**src/core_settings.svh**
```systemverilog
// Shared build-time settings for the core top level.
// Address windows, bus widths and reset timing; included by the packages
// and by every module that needs a width or a window value.

`ifndef CORE_SETTINGS_SVH
`define CORE_SETTINGS_SVH

////////////////////////////////////////////////////////////////////////////
// bridge address map

// upper address byte of the loader window
`define CORE_LOADER_REGION 8'h10

// upper address byte of the command / status region
`define CORE_CMD_REGION 8'hF8

// bridge address and data width
`define CORE_BRIDGE_W 32

// byte address width of the load stream
`define CORE_LOAD_ADDR_W 20

////////////////////////////////////////////////////////////////////////////
// core reset timing

// hold timer load value, in clk_74a cycles
`define CORE_RESET_HOLD 65535
`define CORE_RESET_TIMER_W 16

// start button synchronizer depth
`define CORE_SYNC_STAGES 3

`endif
```
**src/video_pkg.sv**
```systemverilog
// Pixel and video-timing types for the video output path.
// Used by the video stage and the top level ports.

package video_pkg;

  // 16 bit source pixel, red in the msbs
  typedef struct packed {
    logic [4:0] r5;
    logic [5:0] g6;
    logic [4:0] b5;
  } rgb565_t;

  // 24 bit pixel to the scaler
  typedef struct packed {
    logic [7:0] r8;
    logic [7:0] g8;
    logic [7:0] b8;
  } rgb888_t;

  // one pixel clock worth of source video
  // de high marks active display
  typedef struct packed {
    logic    de;
    logic    hs;
    logic    vs;
    rgb565_t pixel;
  } video_in_t;

endpackage

```
**src/bridge_pkg.sv**
```systemverilog
// Bridge-side types: region decode, load stream beat and the status word.
// Shared by the bridge port, the reset controller and the top level.

`include "core_settings.svh"

package bridge_pkg;

  //////////////////////////////////////////////////////////////////////////
  // address region decode

  // decoded from bridge_addr[31:24]
  typedef enum logic [1:0] {
    region_loader,
    region_cmd,
    region_other
  } bridge_region_e;

  //////////////////////////////////////////////////////////////////////////
  // load stream

  // one byte-addressed load beat, valid when en is high
  typedef struct packed {
    logic                         en;
    logic [`CORE_LOAD_ADDR_W-1:0] addr;
    logic [`CORE_BRIDGE_W-1:0]    data;
  } loader_write_t;

  //////////////////////////////////////////////////////////////////////////
  // core status

  // first field is the msb, so download lands in bit 0
  // zero-extended to the bridge width on a read
  typedef struct packed {
    logic core_reset;
    logic hold_active;
    logic download;
  } core_status_t;

endpackage

```
**src/core_top.sv**
```systemverilog
// Top level of the core, everything on clk_74a.
// Bridge port, reset control and video output, wired to the host
// bridge, the data slot strobes, controller 1 and the scaler.

`timescale 1ns/1ps

`include "core_settings.svh"

module core_top (
  input  logic                      clk_74a,
  input  logic                      rst,

  // host bridge
  input  logic [`CORE_BRIDGE_W-1:0] bridge_addr,
  input  logic                      bridge_wr,
  input  logic [`CORE_BRIDGE_W-1:0] bridge_wr_data,
  output logic [`CORE_BRIDGE_W-1:0] bridge_rd_data,

  // data slot strobes and host reset
  input  logic                      dataslot_requestwrite,
  input  logic                      dataslot_allcomplete,
  input  logic                      host_reset_n,

  // controller 1 key bitmap, async
  input  logic [`CORE_BRIDGE_W-1:0] cont1_key,

  // source video
  input  video_pkg::video_in_t      video_in,

  // load stream and core reset
  output bridge_pkg::loader_write_t load_write,
  output logic                      core_reset,

  // scaler video
  output video_pkg::rgb888_t        video_rgb,
  output logic                      video_de,
  output logic                      video_hs,
  output logic                      video_vs
);

  bridge_pkg::core_status_t status;

  ////////////////////////////////////////////////////////////////////////////
  // bridge

  bridge_port u_bridge_port (
    .clk_74a        (clk_74a),
    .rst            (rst),
    .bridge_addr    (bridge_addr),
    .bridge_wr      (bridge_wr),
    .bridge_wr_data (bridge_wr_data),
    .status         (status),
    .bridge_rd_data (bridge_rd_data),
    .load_write     (load_write)
  );

  ////////////////////////////////////////////////////////////////////////////
  // reset

  core_reset_ctrl u_core_reset_ctrl (
    .clk_74a               (clk_74a),
    .rst                   (rst),
    .dataslot_requestwrite (dataslot_requestwrite),
    .dataslot_allcomplete  (dataslot_allcomplete),
    .host_reset_n          (host_reset_n),
    .cont1_key             (cont1_key),
    .status                (status),
    .core_reset            (core_reset)
  );

  ////////////////////////////////////////////////////////////////////////////
  // video

  video_output u_video_output (
    .clk_74a   (clk_74a),
    .rst       (rst),
    .video_in  (video_in),
    .video_rgb (video_rgb),
    .video_de  (video_de),
    .video_hs  (video_hs),
    .video_vs  (video_vs)
  );

endmodule

```
**src/video_output.sv**
```systemverilog
// Video output stage toward the scaler.
// Expands RGB565 to RGB888, blanks outside display enable and registers
// pixel and syncs together, one cycle of latency.

`timescale 1ns/1ps

module video_output (
  input  logic                 clk_74a,
  input  logic                 rst,
  input  video_pkg::video_in_t video_in,
  output video_pkg::rgb888_t   video_rgb,
  output logic                 video_de,
  output logic                 video_hs,
  output logic                 video_vs
);

  video_pkg::rgb888_t rgb_next;

  // 5 bit channel to 8, top bits fill the low end
  function automatic logic [7:0] expand_5(input logic [4:0] c);
    return {c, c[4:2]};
  endfunction

  // 6 bit green to 8
  function automatic logic [7:0] expand_6(input logic [5:0] c);
    return {c, c[5:4]};
  endfunction

  // blank to black outside active display
  always_comb begin
    if (video_in.de) begin
      rgb_next.r8 = expand_5(video_in.pixel.r5);
      rgb_next.g8 = expand_6(video_in.pixel.g6);
      rgb_next.b8 = expand_5(video_in.pixel.b5);
    end else begin
      rgb_next = '0;
    end
  end

  // one stage, pixel and syncs stay aligned
  always_ff @(posedge clk_74a) begin
    if (rst) begin
      video_rgb <= '0;
      video_de  <= 1'b0;
      video_hs  <= 1'b0;
      video_vs  <= 1'b0;
    end else begin
      video_rgb <= rgb_next;
      video_de  <= video_in.de;
      video_hs  <= video_in.hs;
      video_vs  <= video_in.vs;
    end
  end

endmodule

```
**src/core_reset_ctrl.sv**
```systemverilog
// Core reset control in the clk_74a domain.
// Combines host reset, the data slot download flag and a hold timer
// started by the controller start button into one core reset.

`timescale 1ns/1ps

`include "core_settings.svh"

module core_reset_ctrl (
  input  logic                      clk_74a,
  input  logic                      rst,
  input  logic                      dataslot_requestwrite,
  input  logic                      dataslot_allcomplete,
  input  logic                      host_reset_n,
  input  logic [`CORE_BRIDGE_W-1:0] cont1_key,
  output bridge_pkg::core_status_t  status,
  output logic                      core_reset
);

  // face_start in the key bitmap
  localparam int START_BIT = 15;
  localparam int SYNC_N    = `CORE_SYNC_STAGES;
  localparam int TIMER_W   = `CORE_RESET_TIMER_W;

  localparam logic [TIMER_W-1:0] HOLD_LOAD = TIMER_W'(`CORE_RESET_HOLD);

  logic               download;
  logic [SYNC_N-1:0]  start_sync;
  logic               start_prev;
  logic               start_rise;
  logic [TIMER_W-1:0] hold_timer;
  logic               hold_active;

  //////////////////////////////////////////////////////////////////////////
  // download flag

  // set wins over clear when both pulse together
  always_ff @(posedge clk_74a) begin
    if (rst) begin
      download <= 1'b0;
    end else if (dataslot_requestwrite) begin
      download <= 1'b1;
    end else if (dataslot_allcomplete) begin
      download <= 1'b0;
    end
  end

  //////////////////////////////////////////////////////////////////////////
  // start button

  // key input is async to clk_74a
  // shift in at bit 0, sample the msb
  always_ff @(posedge clk_74a) begin
    if (rst) begin
      start_sync <= '0;
      start_prev <= 1'b0;
    end else begin
      start_sync <= {start_sync[SYNC_N-2:0], cont1_key[START_BIT]};
      start_prev <= start_sync[SYNC_N-1];
    end
  end

  // press only, a held button does not retrigger
  assign start_rise = start_sync[SYNC_N-1] & ~start_prev;

  //////////////////////////////////////////////////////////////////////////
  // reset hold timer

  // loads on a press, then counts down to zero
  always_ff @(posedge clk_74a) begin
    if (rst) begin
      hold_timer <= '0;
    end else if (start_rise) begin
      hold_timer <= HOLD_LOAD;
    end else if (hold_timer != '0) begin
      hold_timer <= hold_timer - 1'b1;
    end
  end

  // high for exactly HOLD_LOAD cycles per press
  assign hold_active = (hold_timer != '0);

  //////////////////////////////////////////////////////////////////////////
  // core reset and status

  // host reset acts in the same cycle
  assign core_reset = ~host_reset_n | download | hold_active;

  assign status = '{
    core_reset:  core_reset,
    hold_active: hold_active,
    download:    download
  };

endmodule

```
**src/bridge_port.sv**
```systemverilog
// Bridge bus endpoint in the clk_74a domain.
// Turns loader window writes into a registered load stream and muxes
// read data by address region, with core status in the command region.

`timescale 1ns/1ps

`include "core_settings.svh"

module bridge_port (
  input  logic                         clk_74a,
  input  logic                         rst,
  input  logic [`CORE_BRIDGE_W-1:0]    bridge_addr,
  input  logic                         bridge_wr,
  input  logic [`CORE_BRIDGE_W-1:0]    bridge_wr_data,
  input  bridge_pkg::core_status_t     status,
  output logic [`CORE_BRIDGE_W-1:0]    bridge_rd_data,
  output bridge_pkg::loader_write_t    load_write
);

  localparam int STATUS_W = $bits(bridge_pkg::core_status_t);

  bridge_pkg::bridge_region_e region;

  logic                         load_en_q;
  logic [`CORE_LOAD_ADDR_W-1:0] load_addr_q;
  logic [`CORE_BRIDGE_W-1:0]    load_data_q;

  //////////////////////////////////////////////////////////////////////////
  // region decode

  // upper address byte picks the region
  always_comb begin
    case (bridge_addr[`CORE_BRIDGE_W-1 -: 8])
      `CORE_LOADER_REGION: region = bridge_pkg::region_loader;
      `CORE_CMD_REGION:    region = bridge_pkg::region_cmd;
      default:             region = bridge_pkg::region_other;
    endcase
  end

  //////////////////////////////////////////////////////////////////////////
  // load stream

  // one-cycle strobe per loader write with no back-pressure
  always_ff @(posedge clk_74a) begin
    if (rst) begin
      load_en_q <= 1'b0;
    end else begin
      load_en_q <= bridge_wr && (region == bridge_pkg::region_loader);
    end
  end

  // payload only qualified by load_en_q
  // byte address is the low bits of the bridge address
  always_ff @(posedge clk_74a) begin
    if (bridge_wr && (region == bridge_pkg::region_loader)) begin
      load_addr_q <= bridge_addr[`CORE_LOAD_ADDR_W-1:0];
      load_data_q <= bridge_wr_data;
    end
  end

  assign load_write = '{en: load_en_q, addr: load_addr_q, data: load_data_q};

  //////////////////////////////////////////////////////////////////////////
  // read mux

  // zero latency with no read strobe
  // loader window and other regions read back nothing
  always_comb begin
    bridge_rd_data = '0;
    if (region == bridge_pkg::region_cmd) begin
      // status zero-extended into the low bits
      bridge_rd_data[STATUS_W-1:0] = status;
    end
  end

endmodule

```
**config.mk**
```make
export PLATFORM = sky130hd
export DESIGN_NAME = core_top
export DESIGN_NICKNAME = d
export VERILOG_FILES = /design/src/video_pkg.sv /design/src/bridge_pkg.sv /design/src/core_top.sv /design/src/video_output.sv /design/src/core_reset_ctrl.sv /design/src/bridge_port.sv
export VERILOG_INCLUDE_DIRS = /design/src
export SDC_FILE = /design/constraint.sdc
export NUM_CORES = 1
export LEC_CHECK = 0
export ABC_AREA = 1
export BUFFER_PORTS_ARGS = -buffer_cell sky130_fd_sc_hd__buf_2
export CAP_MARGIN = 40
export CORE_MARGIN = 2
export CORE_UTILIZATION = 27
export CTS_CLUSTER_SIZE = 12
export DETAILED_ROUTE_END_ITERATION = 10
export HOLD_SLACK_MARGIN = 0.02
export SLEW_MARGIN = 30
export SYNTH_ARGS = -nofsm -noshare
export SYNTH_HDL_FRONTEND = slang
export SYNTH_SLANG_ARGS = --single-unit
export TNS_END_PERCENT = 5
```
**constraint.sdc**
```tcl
create_clock -name clk_74a -period 8.01 [get_ports clk_74a]
set_input_delay 1.602 -clock clk_74a [delete_from_list [all_inputs] [get_ports clk_74a]]
set_output_delay 1.602 -clock clk_74a [all_outputs]
set_load 0.01 [all_outputs]
```
==> qor.csv <==
stage;metric;value;unit
logic_synthesis;dominant cell type by area after synthesis;edfxtp_1;
cts;hold-fix buffers at CTS;0;
worst_setup_path;critical path fanouts, max;2;
timing;relative slew slack;0.586;
die;core region area;13200;um2
logic_synthesis;dominant synthesized flop cell;edfxtp_1;
logic_synthesis;Synth cell types;29;
timing;endpoints failing hold;0;
cts;clock root buffer;clkbuf_16;
placed_design;worst slack at placement;4.01;ns
die;std cell rows;42;
power;clock network power share;0.308;
logic_synthesis;Synth Warn #;0;
detailed_routing;final wirelength;7950;um
timing;RSZ-0062 raised after global routing;false;
timing;post-layout min period;3.99;ns
timing;Final period util;0.498;
worst_setup_path;startpoint types;input pin;
cts;CTS tree;yes;
logic_synthesis;largest family of logic cells by synthesized area;simple AND/OR/NAND/NOR gates;
logic_synthesis;mux cell area share after synthesis;0;
die;die extent in y;120;um
detailed_routing;via count;2731;
worst_setup_path;CP required;6.41;ns
logic_synthesis;Cell Area, Synth;3650;um2
finish;Storage cell area;2380;um2
worst_hold_path;Hold Crit Class;reg -> reg;
detailed_routing;DR WL/cell;11.5;um
finish;Final Non-Filler Cells;694;
logic_synthesis;sequential cell area fraction in the yosys report;0.653;
die;initial core utilization;0.276;
timing;Slew Limit Fails;0;
worst_hold_path;min-delay src;u_core_reset_ctrl.start_sync[1];
logic_synthesis;most common cell in the netlist;nor2_1;
power;leakage;0.00230;uW
timing;slew of the pin with the lowest slew margin;0.620;ns
logic_synthesis;Simple-Gate Fraction of Synth Area;0.187;
finish;nets;635;
finish;area delta synth->final;32.0;%
cts;Gates resized, CTS repair;0;
power;Comb power frac;0.266;
logic_synthesis;Synth async-reset ratio;0;
finish;layout cell share with drive strength beyond 1;0.392;
logic_synthesis;Synth Area in Compound Gates;0.0168;
finish;Multi-input gate area;882;um2
timing;Max Clock Skew;0.00929;ns
logic_synthesis;Post-synth EDFFs;52;
die;DIE WIDTH;120;um
cts;TritonCTS Sinks;93;
global_routing;pin count of the biggest net entering global routing;53;
timing;number of setup violations in the final report;0;
power;VDD IR max;0.000121;V
cts;post-CTS setup buffer count;0;
cts;TritonCTS Buffers;9;
global_routing;total congestion overflow;0;
logic_synthesis;XOR/XNOR Fraction of Synth Area;0.00240;
power;Seq pwr share;0.426;
die;die area;14400;um2
timing;fin worst setup slack;4.02;ns
detailed_routing;DRT iter0 DRCs;150;
placed_design;placed instance area;4510;um2
worst_setup_path;worst setup path class;in -> out;
logic_synthesis;post-synth top area share;0.428;
worst_setup_path;Crit. Startpoint;bridge_addr[25];
timing;Sum Neg Setup Slack;0;ns
timing;Fmax;251;MHz
power;P_sw;446;uW
power;Int Pwr;904;uW
logic_synthesis;Adder-Cell Fraction of Synth Area;0.00343;
cts;Clock H-tree levels;3;
placed_design;post-placement cell count;678;
die;Top Ports;234;
worst_setup_path;WP data arrival;2.39;ns
detailed_routing;antenna-violating nets left;0;
detailed_routing;# DRC;0;
logic_synthesis;Avg Inst Size Synth;10.5;um2
logic_synthesis;top cells by count, synth;63 x nor2_1, 52 x edfxtp_1, 44 x inv_1, 42 x nand2_1, 41 x dfxtp_1;
logic_synthesis;Mapped Cells;348;
global_routing;vias in the first global route;2407;
global_routing;initial antenna violation count;0;
detailed_routing;Via density;3.94;
detailed_routing;DRT Pass-1 Iters;4;
cts;Skew-Pair Late Insertion Delay;0.34;ns
run;max cap viols;0;
logic_synthesis;top cells by area, synth;edfxtp_1 43%, dfxtp_1 23%, buf_4 7.8%, nor2_1 6.5%, inv_1 4.5%;
worst_setup_path;CP Capture Type;output port;
power;Pwr Density;281;nW/um2
global_routing;first-pass GRT wire length;11700;um
worst_setup_path;worst r2r src;u_core_reset_ctrl.hold_timer[0];
global_routing;GRT Total Usage;0.106;
power;switching share of power;0.330;
status;status;finished clean;
placed_design;GPL Wtd Cong;0.820;
placed_design;count of input and output buffers;169;
cts;Max Root-Sink Buffers;2;
finish;final instance area;4810;um2
placed_design;DPL Wire Length;6130;um
finish;Fillers;1327;
cts;clock slew at reported path FFs;0.07;ns
logic_synthesis;Yosys reg bits;93;
finish;diode count;0;
## layer usage
layer  global-route usage  vias to the layer above  wire length, um
met1                0.126                     1213             3320
met4               0.0618                        0              174
li1                     -                     1371                -
met5                    0                        -                0
met2                0.169                      135             3680
met3               0.0335                       12              777
## critical path, stage by stage
cell and delay (ns):
buf_2 0.10, nor2_1 0.13, nand3b_1 0.09, nor2_1 0.16
inv_1 0.08, nor2_1 0.10, buf_2 0.14
## final cells by class
class / count / area share
tap: 176 / 0.0458
timing repair buffer: 170 / 0.177
sequential: 93 / 0.495
multi-input combinational: 193 / 0.183
clock inverter: 6 / 0.0101
inverter: 46 / 0.0364
clock buffer: 10 / 0.0520
## layout by cell type, fill, tap and decap left out, drive strengths merged, types with 6 or more instances in the layout
cell type,n
buf,170
nand3,22
clkbuf,10
edfxtp,52
dfxtp,41
inv,49
a21oi,6
nand2,46
nor2,72
conb,29
## registers in the layout, summed over array words and instances, names as in the netlist
register and cells:
u_bridge_port.load_data_q 32, u_bridge_port.load_addr_q 20, u_core_reset_ctrl.hold_timer 16, u_video_output.video_rgb 16, u_core_reset_ctrl.start_sync 3, u_bridge_port.load_en_q 1, u_core_reset_ctrl.download 1, u_core_reset_ctrl.start_prev 1
u_video_output.video_de 1, u_video_output.video_hs 1, u_video_output.video_vs 1
## path summary, 6_finish.rpt
path / slack, ns / to / depth (start not counted)
worst max-delay path: 4.02 / bridge_rd_data[1] / 7
worst min-delay path: 0.39 / u_core_reset_ctrl.start_sync[2] / 2
worst max register to register: 6.36 / u_core_reset_ctrl.hold_timer[2] / 7
worst min register to register: 0.39 / u_core_reset_ctrl.start_sync[2] / 2
## power groups by stage
stage	clock, uW	combinational, uW	sequential, uW
floorplan	0	297	579
finish	416	360	575
CTS	428	361	575
global placement	0	353	584
global route	450	414	581
detailed placement	0	359	585
## cells by family (layout without fill, tap and decap cells)
family / Yosys count / after routing
buf+inv: 90 / 232
compound gates: 12 / 12
fa+ha+maj: 1 / 1
flops: 93 / 93
xor+xnor: 1 / 1
simple gates: 150 / 150
other cells: 1 / 29
## stage by stage
step | utilization | total power, uW | hold WS (ns)
2_1_floorplan | - | 875 | 0.388
4_1_cts | 0.365 | 1360 | 0.399
3_3_place_gp | 0.342 | 937 | 0.394
3_5_place_dp | 0.342 | 944 | 0.399
5_1_grt | 0.365 | 1450 | 0.427
6_report | 0.365 | 1350 | 0.394
Power figures use the tool's default switching activity.
